**config.mk**
```make
export PLATFORM = sky130hd
export DESIGN_NAME = eeprom_ctrl
export DESIGN_NICKNAME = d
export VERILOG_FILES = /design/src/source/eeprom_pkg.sv /design/src/source/i2c_bit_tx.sv /design/src/source/i2c_byte_rx.sv /design/src/source/eeprom_sequencer.sv /design/src/source/eeprom_ctrl.sv
export SDC_FILE = /design/constraint.sdc
export NUM_CORES = 1
export LEC_CHECK = 0
export BUFFER_PORTS_ARGS = -buffer_cell sky130_fd_sc_hd__buf_2
export CAP_MARGIN = 20
export CORE_MARGIN = 10
export CORE_UTILIZATION = 58
export DETAILED_ROUTE_END_ITERATION = 6
export PLACE_DENSITY = 0.79
export SYNTH_ARGS = -nofsm -noshare
export SYNTH_HDL_FRONTEND = slang
export SYNTH_SLANG_ARGS = --single-unit
```
**constraint.sdc**
```tcl
create_clock -name CLK -period 2.35 [get_ports CLK]
set_input_delay 0.235 -clock CLK [delete_from_list [all_inputs] [get_ports CLK]]
set_output_delay 0.235 -clock CLK [all_outputs]
set_load 0.005 [all_outputs]
```
**src/source/eeprom_pkg.sv**
```systemverilog
`default_nettype none

package eeprom_pkg;

    typedef logic [10:0] mem_addr_t;    // 2 Kbyte array
    typedef logic [7:0]  mem_data_t;
    typedef logic [7:0]  ctrl_byte_t;
    typedef logic [3:0]  bit_idx_t;     // position inside a 9-bit frame

    localparam logic [3:0] DEVICE_CODE = 4'b1010;
    localparam int         QUARTERS    = 4;    // CLK cycles per SCL period

    typedef logic [$clog2(QUARTERS)-1:0] quarter_t;

    localparam quarter_t SAMPLE_QUARTER = quarter_t'(1);
    localparam quarter_t LAST_QUARTER   = quarter_t'(QUARTERS - 1);
    localparam bit_idx_t LAST_DATA_BIT  = 4'd7;
    localparam bit_idx_t ACK_SLOT       = 4'd8;

    typedef enum logic [2:0] {
        START,
        STOP,
        BIT0,
        BIT1,
        RELEASE     // line left to the slave for one bit
    } bit_sym_t;

    typedef struct packed {
        logic      wr;
        logic      rd;
        mem_addr_t addr;
        mem_data_t wr_data;
    } host_req_t;

    typedef struct packed {
        logic      done;
        logic      nack;
        mem_data_t rd_data;
    } host_resp_t;

    typedef struct packed {
        logic      byte_valid;
        mem_data_t data;
        logic      ack_valid;
        logic      ack_bit;
    } bus_sample_t;

endpackage

`default_nettype wire

```
**src/source/i2c_bit_tx.sv**
```systemverilog
`default_nettype none

module i2c_bit_tx
    import eeprom_pkg::*;
(
    input  logic     CLK,
    input  logic     RESET,
    input  bit_sym_t sym,
    input  logic     sym_valid,
    output logic     sym_done,
    output logic     tx_idle,
    output logic     scl,
    output logic     scl_rise,
    output logic     sda_drive_low
);

    bit_sym_t            cur_sym;
    quarter_t            quarter;
    logic                busy;
    logic                accept;
    logic                data_sym;
    logic [QUARTERS-1:0] scl_shape;    // bit n is quarter n
    logic [QUARTERS-1:0] low_shape;

    // the next symbol may be taken in the last quarter, so symbols chain
    assign tx_idle = !busy || quarter == LAST_QUARTER;
    assign accept  = sym_valid && tx_idle;

    always_ff @(posedge CLK)
    begin
        if (RESET)
        begin
            busy     <= 1'b0;
            quarter  <= '0;
            sym_done <= 1'b0;
        end
        else
        begin
            sym_done <= busy && quarter == LAST_QUARTER;
            if (accept)
            begin
                busy    <= 1'b1;
                quarter <= '0;
            end
            else if (busy)
            begin
                quarter <= quarter + 1'b1;
                if (quarter == LAST_QUARTER)
                    busy <= 1'b0;
            end
        end
    end

    always_ff @(posedge CLK)
    begin
        if (accept)
            cur_sym <= sym;
    end

    // scl low, high, high, low for all but STOP
    // sda only moves in quarter 0 unless it is a START or STOP
    always_comb
    begin
        case (cur_sym)
            START:
            begin
                scl_shape = 4'b0110;
                low_shape = 4'b1100;    // falls while scl high
            end
            STOP:
            begin
                scl_shape = 4'b1110;    // leaves scl high
                low_shape = 4'b0011;    // rises while scl high
            end
            BIT0:
            begin
                scl_shape = 4'b0110;
                low_shape = 4'b1111;
            end
            default:
            begin
                scl_shape = 4'b0110;    // BIT1 and RELEASE
                low_shape = 4'b0000;
            end
        endcase
    end

    assign data_sym = cur_sym != START && cur_sym != STOP;

    // bus idles with both lines released
    assign scl           = busy ? scl_shape[quarter] : 1'b1;
    assign sda_drive_low = busy && low_shape[quarter];

    // only data bits are clocked into the receiver
    assign scl_rise = busy && data_sym && quarter == SAMPLE_QUARTER;

endmodule

`default_nettype wire

```
**src/source/i2c_byte_rx.sv**
```systemverilog
`default_nettype none

module i2c_byte_rx
    import eeprom_pkg::*;
(
    input  logic        CLK,
    input  logic        RESET,
    input  logic        scl_rise,
    input  logic        sda_in,
    input  logic        expect_byte,
    output bus_sample_t sample
);

    bit_idx_t  bit_cnt;
    logic      mode_q;
    mem_data_t shift_q;
    mem_data_t next_shift;

    assign next_shift = {shift_q[6:0], sda_in};    // msb first

    always_ff @(posedge CLK)
    begin
        if (scl_rise)
            shift_q <= next_shift;
    end

    // frames are nine bits; byte mode keeps the first eight, ack mode the ninth
    always_ff @(posedge CLK)
    begin
        if (RESET)
        begin
            bit_cnt <= '0;
            mode_q  <= 1'b0;
            sample  <= '0;
        end
        else
        begin
            mode_q            <= expect_byte;
            sample.byte_valid <= 1'b0;
            sample.ack_valid  <= 1'b0;
            if (expect_byte != mode_q)
                bit_cnt <= '0;    // new frame type
            else if (scl_rise)
            begin
                bit_cnt <= (bit_cnt == ACK_SLOT) ? '0 : bit_cnt + 1'b1;
                if (mode_q && bit_cnt == LAST_DATA_BIT)
                begin
                    sample.byte_valid <= 1'b1;
                    sample.data       <= next_shift;
                end
                if (!mode_q && bit_cnt == ACK_SLOT)
                begin
                    sample.ack_valid <= 1'b1;
                    sample.ack_bit   <= sda_in;    // high means no ack
                end
            end
        end
    end

endmodule

`default_nettype wire

```
**src/source/eeprom_sequencer.sv**
```systemverilog
`default_nettype none

module eeprom_sequencer
    import eeprom_pkg::*;
(
    input  logic        CLK,
    input  logic        RESET,
    input  host_req_t   req,
    input  logic        sym_done,
    input  logic        tx_idle,
    input  bus_sample_t sample,
    output bit_sym_t    sym,
    output logic        sym_valid,
    output logic        expect_byte,
    output host_resp_t  resp
);

    typedef enum logic [3:0] {
        ST_IDLE, ST_START, ST_CTRL, ST_ADDR, ST_DATA_WR, ST_RESTART,
        ST_CTRL_RD, ST_DATA_RD, ST_MASTER_NACK, ST_STOP, ST_DONE
    } seq_state_t;

    seq_state_t state;
    seq_state_t byte_next;
    logic       rd_op;
    logic       strobe;
    logic       has_sym;
    logic       byte_state;
    logic       done_w;
    logic       expect_q;
    logic       nack_q;
    bit_idx_t   bit_cnt;
    mem_addr_t  addr_q;
    mem_data_t  wdata_q;
    mem_data_t  shift_q;
    mem_data_t  rd_data_q;

    function automatic ctrl_byte_t ctrl_byte(input mem_addr_t a, input logic rw);
        return {DEVICE_CODE, a[10:8], rw};    // block select in bits 3..1
    endfunction

    assign strobe     = req.wr || req.rd;
    assign byte_state = state inside {ST_CTRL, ST_ADDR, ST_DATA_WR, ST_CTRL_RD};

    always_comb
    begin
        has_sym = 1'b1;
        sym     = RELEASE;
        case (state)
            ST_START, ST_RESTART:
                sym = START;
            ST_CTRL, ST_ADDR, ST_DATA_WR, ST_CTRL_RD:
                if (bit_cnt != ACK_SLOT)
                    sym = shift_q[7] ? BIT1 : BIT0;
            ST_DATA_RD:
                sym = RELEASE;    // slave drives the data bits
            ST_MASTER_NACK:
                sym = BIT1;
            ST_STOP:
                sym = STOP;
            default:
                has_sym = 1'b0;
        endcase
    end

    assign sym_valid = has_sym && tx_idle;

    always_comb
    begin
        case (state)
            ST_CTRL:    byte_next = ST_ADDR;
            ST_ADDR:    byte_next = rd_op ? ST_RESTART : ST_DATA_WR;
            ST_CTRL_RD: byte_next = ST_DATA_RD;
            default:    byte_next = ST_STOP;
        endcase
    end

    // nothing is queued behind the stop, so tx_idle marks its own sym_done
    assign done_w = state == ST_DONE && sym_done && tx_idle;

    always_ff @(posedge CLK)
    begin
        if (RESET)
        begin
            state     <= ST_IDLE;
            rd_op     <= 1'b0;
            bit_cnt   <= '0;
            expect_q  <= 1'b0;
            nack_q    <= 1'b0;
            rd_data_q <= '0;
        end
        else
        begin
            if (sample.ack_valid)
                nack_q <= nack_q | sample.ack_bit;    // a missing ack sticks
            if (sample.byte_valid)
                rd_data_q <= sample.data;
            case (state)
                ST_IDLE:
                    if (strobe)
                    begin
                        rd_op  <= !req.wr;    // write wins if both arrive
                        nack_q <= 1'b0;
                        state  <= ST_START;
                    end
                ST_START:
                    if (sym_valid)
                        state <= ST_CTRL;
                ST_RESTART:
                    if (sym_valid)
                        state <= ST_CTRL_RD;
                ST_CTRL, ST_ADDR, ST_DATA_WR, ST_CTRL_RD:
                    if (sym_valid)
                    begin
                        if (bit_cnt == ACK_SLOT)
                        begin
                            bit_cnt <= '0;
                            state   <= byte_next;
                        end
                        else
                            bit_cnt <= bit_cnt + 1'b1;
                    end
                ST_DATA_RD:
                    if (sym_valid)
                    begin
                        // the ack of the read control byte is sampled by now
                        if (bit_cnt == '0)
                            expect_q <= 1'b1;
                        if (bit_cnt == LAST_DATA_BIT)
                        begin
                            bit_cnt <= '0;
                            state   <= ST_MASTER_NACK;
                        end
                        else
                            bit_cnt <= bit_cnt + 1'b1;
                    end
                ST_MASTER_NACK:
                    if (sym_valid)
                        state <= ST_STOP;
                ST_STOP:
                    if (sym_valid)
                    begin
                        expect_q <= 1'b0;
                        state    <= ST_DONE;
                    end
                ST_DONE:
                    if (done_w)
                        state <= ST_IDLE;
                default:
                    state <= ST_IDLE;
            endcase
        end
    end

    // byte register, loaded ahead of each byte and shifted msb first
    always_ff @(posedge CLK)
    begin
        if (state == ST_IDLE && strobe)
        begin
            addr_q  <= req.addr;
            wdata_q <= req.wr_data;
        end
        if (sym_valid)
        begin
            if (state == ST_START || state == ST_RESTART)
                shift_q <= ctrl_byte(addr_q, state == ST_RESTART);
            else if (byte_state && bit_cnt == ACK_SLOT)
                shift_q <= (state == ST_CTRL) ? addr_q[7:0] : wdata_q;
            else if (byte_state)
                shift_q <= {shift_q[6:0], 1'b0};
        end
    end

    assign expect_byte = expect_q;
    assign resp        = '{done: done_w, nack: nack_q, rd_data: rd_data_q};

endmodule

`default_nettype wire

```
**src/source/eeprom_ctrl.sv**
```systemverilog
`default_nettype none

module eeprom_ctrl
    import eeprom_pkg::*;
(
    input  logic      CLK,
    input  logic      RESET,
    input  logic      wr,
    input  logic      rd,
    input  mem_addr_t addr,
    input  mem_data_t wr_data,
    output logic      done,
    output logic      nack,
    output mem_data_t rd_data,
    output logic      scl,
    output logic      sda_drive_low,
    input  logic      sda_in
);

    host_req_t   req;
    host_resp_t  resp;
    bit_sym_t    sym;
    bus_sample_t sample;
    logic        sym_valid;
    logic        sym_done;
    logic        tx_idle;
    logic        scl_rise;
    logic        expect_byte;

    assign req = '{wr: wr, rd: rd, addr: addr, wr_data: wr_data};

    assign done    = resp.done;
    assign nack    = resp.nack;
    assign rd_data = resp.rd_data;

    i2c_bit_tx bit_tx_inst (
        .CLK           (CLK),
        .RESET         (RESET),
        .sym           (sym),
        .sym_valid     (sym_valid),
        .sym_done      (sym_done),
        .tx_idle       (tx_idle),
        .scl           (scl),
        .scl_rise      (scl_rise),
        .sda_drive_low (sda_drive_low)
    );

    // samples the resolved line, so it sees both master and slave bits
    i2c_byte_rx byte_rx_inst (
        .CLK         (CLK),
        .RESET       (RESET),
        .scl_rise    (scl_rise),
        .sda_in      (sda_in),
        .expect_byte (expect_byte),
        .sample      (sample)
    );

    eeprom_sequencer sequencer_inst (
        .CLK         (CLK),
        .RESET       (RESET),
        .req         (req),
        .sym_done    (sym_done),
        .tx_idle     (tx_idle),
        .sample      (sample),
        .sym         (sym),
        .sym_valid   (sym_valid),
        .expect_byte (expect_byte),
        .resp        (resp)
    );

endmodule

`default_nettype wire

```
* Yosys cells after proc, flatten, opt, wreduce, memory -nomap -nowiden
Cells that the tools add are included.
** Storage, ports and cells
- Flip-flop bits (word level) :: 76
- Input bits :: 24
- Output and inout bits :: 12
- Word-level logic and storage cells :: 146
** Cells by class
- Add/sub/neg operators :: 3
- $lt $le $gt $ge :: 1
- Equal/unequal tests :: 32
- Mux-type cells :: 46
- Bitwise gates (word level) :: 3
- Reduce and logical (&&, ||, !) cells :: 40
** Operators with widths (count)
- $mux 4 :: 17
- $pmux 4 s8 :: 1
- $eq 4x3->1 const B :: 6
- $mux 8 :: 3
- $pmux 4 s3 :: 2
- $eq 4x4->1 const B :: 5
- $mux 1 :: 15
- $ne 2x2->1 const B :: 7
- $logic_and 1x1->1 :: 13
- $pmux 3 s4 :: 1
- $reduce_and 10->1 :: 1
- $mux 9 :: 1
- $reduce_and 3->1 :: 3
- $reduce_or 9->1 :: 1
- $add 4x1->4 const B :: 2
- $eq 4x2->1 const B :: 2
- $logic_not 4->1 :: 2
- $ne 2x1->1 const B :: 4
- $pmux 4 s2 :: 1
- $reduce_bool 3->1 :: 2
- $reduce_or 2->1 :: 3
- $bmux 1 s2 :: 2
- $eq 4x1->1 const B :: 1
- $ne 4x4->1 const B :: 1
- other kinds (22) :: 29

* Depth between registers and ports, before layout
- Depth in word-level cells :: 6
- Gate-level depth with buffers :: 8
- Mapped depth without buffers :: 7

* Modules after synthesis
Synthesis repeated with hierarchy kept, for this count alone.
** Unflattened totals
- Cell total of the unflattened synthesis :: 312
- Area total of the unflattened synthesis :: 3492.1 µm²
** Modules (own cells, without submodules)
- eeprom_sequencer :: instances 1, cells each 197, area an instance 2219.6 µm², sequential area each 1191.1 µm²
- i2c_byte_rx :: instances 1, cells each 80, area an instance 932.1 µm², sequential area each 530.5 µm²
- i2c_bit_tx :: instances 1, cells each 35, area an instance 340.3 µm², sequential area each 170.2 µm²

* Least setup slack after synthesis
OpenSTA, ideal clock, no wires.
- Kind :: reg2reg
- Start :: register sequencer_inst.state[0]
- End :: register sequencer_inst.shift_q[0], enable pin
- Library setup time :: 0.383 ns
- Arrival :: 1.481 ns
- Data required time :: 1.967 ns
- Path slack :: 0.486 ns
- Cell stages (with the launch flop) :: 5
- Path buffers :: 2
- Clock period less this slack :: 1.864 ns
- Cells stage by stage :: dfxtp_1 buf_2 clkbuf_1 o21ai_0 nor3_1
** On the way
- Longest elaborated chain between the ends :: 5
- Elaborated cells between the ends (all ways) :: 17
- Classes of those cells :: 9 x eq/ne; 1 x mux; 7 x reduce/logical
** RTL lines
- from (decl) :: line eeprom_sequencer.sv:23 : seq_state_t state;
- from (signal assigned) :: line eeprom_sequencer.sv:118 : state <= byte_next;
- $eq 4x3->1 (tied with other cells) :: line eeprom_sequencer.sv:49 : case (state)
- $reduce_or 9->1 (no source line) or $reduce_bool 4->1 (tied branches)
- $mux 1 or $logic_and 1x1->1 (tied branches) :: line eeprom_sequencer.sv:49, eeprom_sequencer.sv:167
- $logic_and 1x1->1 or $reduce_bool 3->1 (tied branches)
- $reduce_and 2->1 (no source line) *
- to (signal assigned) :: line eeprom_sequencer.sv:166 : shift_q <= ctrl_byte(addr_q, state == ST_RESTART);
- to (signal assigned) :: line eeprom_sequencer.sv:168 : shift_q <= (state == ST_CTRL) ? addr_q[7:0] : wdata_q;
- to (signal assigned) :: line eeprom_sequencer.sv:170 : shift_q <= {shift_q[6:0], 1'b0};
- to (decl) :: line eeprom_sequencer.sv:35 : mem_data_t shift_q;
Mark *: on every way between the ends. The rest lies on a longest branch, timed or not.
A chain may end at the register's enable or synchronous reset.

* Final worst setup path
- Start :: register sequencer_inst.state[3]
- End :: register sequencer_inst.state[1]
** On the way
- Longest elaborated chain between the ends :: 6
- Elaborated cells between the ends (all ways) :: 32
- Classes of those cells :: 20 x eq/ne; 5 x mux; 7 x reduce/logical
** RTL lines
- $eq 4x3->1 (tied with other cells) :: line eeprom_sequencer.sv:49, eeprom_sequencer.sv:98
- $reduce_or 9->1 (no source line)
- $mux 1 :: line eeprom_sequencer.sv:49
- $logic_and 1x1->1 :: line eeprom_sequencer.sv:66 : assign sym_valid = has_sym && tx_idle;
- $ne 2x2->1 (no source line)
- $reduce_and 10->1 (no source line)
Parallel ways exist; a longest one is shown, timed or not. The select of a mux whose other input is x is not followed.

==> flow_metrics.py <==
metrics = {
    "run_status": {
        "result_of_the_run": "finished, final reports clean",
    },
    "yosys": {
        "synth-adder-area-share": 0.0223,
        "synth-warning-count": 0,
        "leading_post_synthesis_cells_by_cell_area": "edfxtp_1, dfxtp_1, mux2i_1, nor2_1, a21oi_1",
        "synthesis.area_per_instance_um2": 11.0,
        "post-synth-top-area-cell": "edfxtp_1",
        "syn_inst": 305,
        "ys.flop_type": "dfxtp_1",
        "largest_family_of_logic_cells_by_synthesized_area": "simple AND/OR/NAND/NOR gates",
        "synth.cell_area_mm2": 0.00337,
        "flip_flop_and_latch_count_after_synthesis": 76,
        "synth_simple_gate_area_share": 0.184,
        "post_synth_mux_area_share": 0.0773,
        "post_synth_xor_area_fraction": 0.0130,
        "synth.top_cells.by_count": "dfxtp_1, nor2_1, edfxtp_1",
        "synth_nets": 335,
        "post-synth-top-area-fraction": 0.330,
        "ys_types": 49,
        "synth-edff-count": 37,
        "synth_compound_area_frac": 0.105,
        "async_flop_share": 0,
        "synth_seq_area_share": 0.562,
    },
    "finish": {
        "sequential_cell_area_mm2": 0.00189,
        "nets": 372,
        "final_util": 0.681,
        "final.fill_count": 432,
        "antenna_cells_inserted": 0,
        "multiInputGateArea_mm2": 0.00135,
        "layout-area-overhead-vs-synth_pct": 12.8,
        "drive_above_1_share": 0.207,
        "design_area_mm2": 0.00380,
    },
    "min_path": {
        "min_delay_path_depth": 1,
        "worstHoldEndpoint": "sequencer_inst.addr_q[6]$_DFFE_PP_",
        "worstHoldPathType": "in -> reg",
        "hold_path.startpoint": "addr[6]",
    },
    "critical_path": {
        "path_cells": "nand4b_1, nor2b_1, nor3_1, a21oi_1, a311oi_1",
        "cp.required_ns": 2.60,
        "critPathTopFamily": "simple AND/OR/NAND/NOR gates",
        "cp_max_fo": 14,
        "worstPathArrival_ns": 2.24,
        "crit-reg2reg-launch": "sequencer_inst.state[3]$_SDFFE_PP0P_",
        "path_buf_inv": 0,
        "setup.worst_path.class": "reg -> reg",
        "timing.critical_path.to_type": "flop",
        "regToRegEndpoint": "sequencer_inst.state[1]$_SDFFE_PP0P_",
        "worst-r2r-setup-slack_ns": 0.35,
        "cp_slowest_stage_delay_ns": 0.72,
        "critPathSlowestCell": "dfxtp_1",
        "timing.critical_path.from": "sequencer_inst.state[3]$_SDFFE_PP0P_",
        "startpoint_type": "flop",
        "r2r_cells": 5,
    },
    "sta": {
        "final_max_slew_viol_count": 0,
        "timing.fmax_mhz": 501,
        "timing.max_slew.rel_slack": 0.526,
        "final.setup.tns_ns": 0,
        "setup_slack_ns": 0.353,
        "worst_pin_slew_ns": 0.710,
        "report.final.hold_viol_count": 0,
        "min_period_over_period": 0.850,
        "rsz_0062_raised_after_global_routing": "false",
        "post-route-min-period_ns": 2.00,
        "clock-skew-final_ns": 0.00825,
        "setup_violations": 0,
    },
    "clock_network": {
        "clkLatencyLatePin_ns": 0.35,
        "num_clock_sinks": 76,
        "cts.reportedPaths.clkPinSlew_ns": 0.08,
        "ctsLongestPathBuffers": 2,
        "cts_tree": "done",
        "cts_htree_levels": 3,
        "hold_buffer_count_at_cts": 0,
        "cts_resized": 0,
        "cts_buf_count": 9,
        "post_cts_buffers": 0,
        "clock-root-buffer": "clkbuf_8",
    },
    "power_and_ir_drop": {
        "pwr_density_cell_mw_per_mm2": 1070,
        "pwr-share-seq": 0.497,
        "share_comb_of_total_power": 0.271,
        "netSwitchingFraction": 0.329,
        "power.total_mw": 4.05,
        "clkPwrFrac": 0.232,
        "power.internal_mw": 2.72,
        "power.switching_mw": 1.33,
        "cellLeakagePower_nw": 1.40,
        "peakVddDrop_uv": 721,
    },
    "global_routing": {
        "antenna_violations_before_repair": 0,
        "largest_net_degree_at_the_start_of_global_routing": 36,
        "via_count_of_the_first_global_routing_pass": 2201,
        "grt_overflow_total": 0,
        "grt_util_all_layers": 0.136,
        "wire_length_of_the_first_global_routing_pass_um": 9930,
    },
    "placed_design": {
        "weighted_congestion_reported_at_the_end_of_routability_driven_placement": 0.812,
        "port_buffers": 35,
        "dp_hpwl_um": 4160,
        "placement.cell_area_mm2": 0.00360,
        "dp_slack_ns": 0.422,
    },
    "die": {
        "die-height_um": 96.2,
        "dieArea_mm2": 0.00926,
        "floorplan.rows": 27,
        "core_mm2": 0.00557,
        "chip_width_um": 96.2,
        "initial_core_utilization": 0.604,
        "io_pins": 36,
    },
    "drt": {
        "drt-wirelength-per-cell_um": 14.3,
        "detailedRoute.firstIterationViolations": 181,
        "vias_per_cell": 5.54,
        "vias": 2321,
        "detail_route.first_pass.iterations": 4,
        "detail_route.drc_violations": 0,
        "drt_antenna_net_count": 0,
        "postRouteWirelength_um": 6000,
    },
    "flow_run": {
        "max-cap-violations": 0,
    },
}
power groups by stage:
stage	logic [mW]	registers [mW]	clock network, mW
final	1.10	2.01	0.940
after global routing	1.24	2.04	1.01
after CTS	1.10	2.01	0.957
after detailed placement	1.10	2.03	0
after global placement	1.07	2.02	0
after floorplan	0.957	1.89	0
worst reg2reg max path, stage by stage (launching register included):
cell and delay [ns]:
dfxtp_1 0.72, nand4b_1 0.30, nor2b_1 0.09, nor3_1 0.36, a21oi_1 0.13, a311oi_1 0.29
area by class of cell:
class	instances	share of cell area
inverter	7	0.00692
clock buffer	11	0.0428
timing repair buffer	44	0.0639
tap	72	0.0237
clock inverter	5	0.00823
multi-input combinational	204	0.356
sequential	76	0.498
state kept, by name (all words and copies together), names as in the netlist:
name                        cells
byte_rx_inst.sample            11
sequencer_inst.addr_q          11
sequencer_inst.rd_data_q        8
sequencer_inst.shift_q          8
sequencer_inst.wdata_q          8
byte_rx_inst.shift_q            7
byte_rx_inst.bit_cnt            4
sequencer_inst.bit_cnt          4
sequencer_inst.state            4
bit_tx_inst.cur_sym             3
bit_tx_inst.quarter             2
bit_tx_inst.busy                1
bit_tx_inst.sym_done            1
byte_rx_inst.mode_q             1
sequencer_inst.expect_byte      1
sequencer_inst.nack_q           1
sequencer_inst.rd_op            1
how the worst max path moves through the flow:
stage / to / slack (ns) / depth (start not counted)
after floorplan: sequencer_inst.shift_q[0]$_DFFE_PP_ / 0.49 / 4
after global placement: sequencer_inst.state[3]$_SDFFE_PP0P_ / 0.46 / 5
after detailed placement: sequencer_inst.state[1]$_SDFFE_PP0P_ / 0.42 / 5
after CTS: sequencer_inst.state[1]$_SDFFE_PP0P_ / 0.38 / 5
after global routing: sequencer_inst.state[1]$_SDFFE_PP0P_ / 0.14 / 5
final: sequencer_inst.state[1]$_SDFFE_PP0P_ / 0.35 / 5
routing by layer:
layer / vias up / routed length [um] / global-route usage
li1: 1167 / - / -
met1: 1086 / 2800 / 0.172
met2: 59 / 2800 / 0.209
met3: 9 / 324 / 0.0459
met4: 0 / 78 / 0.0590
met5: - / 0 / 0
kinds of logic (layout without fill, tap and decap cells):
family / Yosys count / after routing
simple gates: 113 / 113
flops: 76 / 76
compound gates: 54 / 54
mux: 26 / 26
buf+inv: 25 / 67
fa+ha+maj: 6 / 6
xor+xnor: 5 / 5
metrics by stage:
step                      hold slack (ns)  std cells
after detailed placement            0.413        403
after CTS                          0.0537        419
after global routing               0.0474        419
after global placement              0.411        403
final                              0.0630        419
after floorplan                     0.332        305
layout by cell type, fill, tap and decap left out, types with 4 or more instances in the layout:
cell type,instances
edfxtp_1,37
buf_2,35
inv_1,7
ha_1,6
nand2b_1,6
nor2_1,39
nor2b_1,4
nand3_1,4
dfxtp_1,39
a21oi_1,18
nand2_1,23
buf_4,9
mux2i_1,26
o21ai_0,15
nor3_1,12
clkbuf_8,10
No activity file was read; power rests on OpenSTA's default activity.
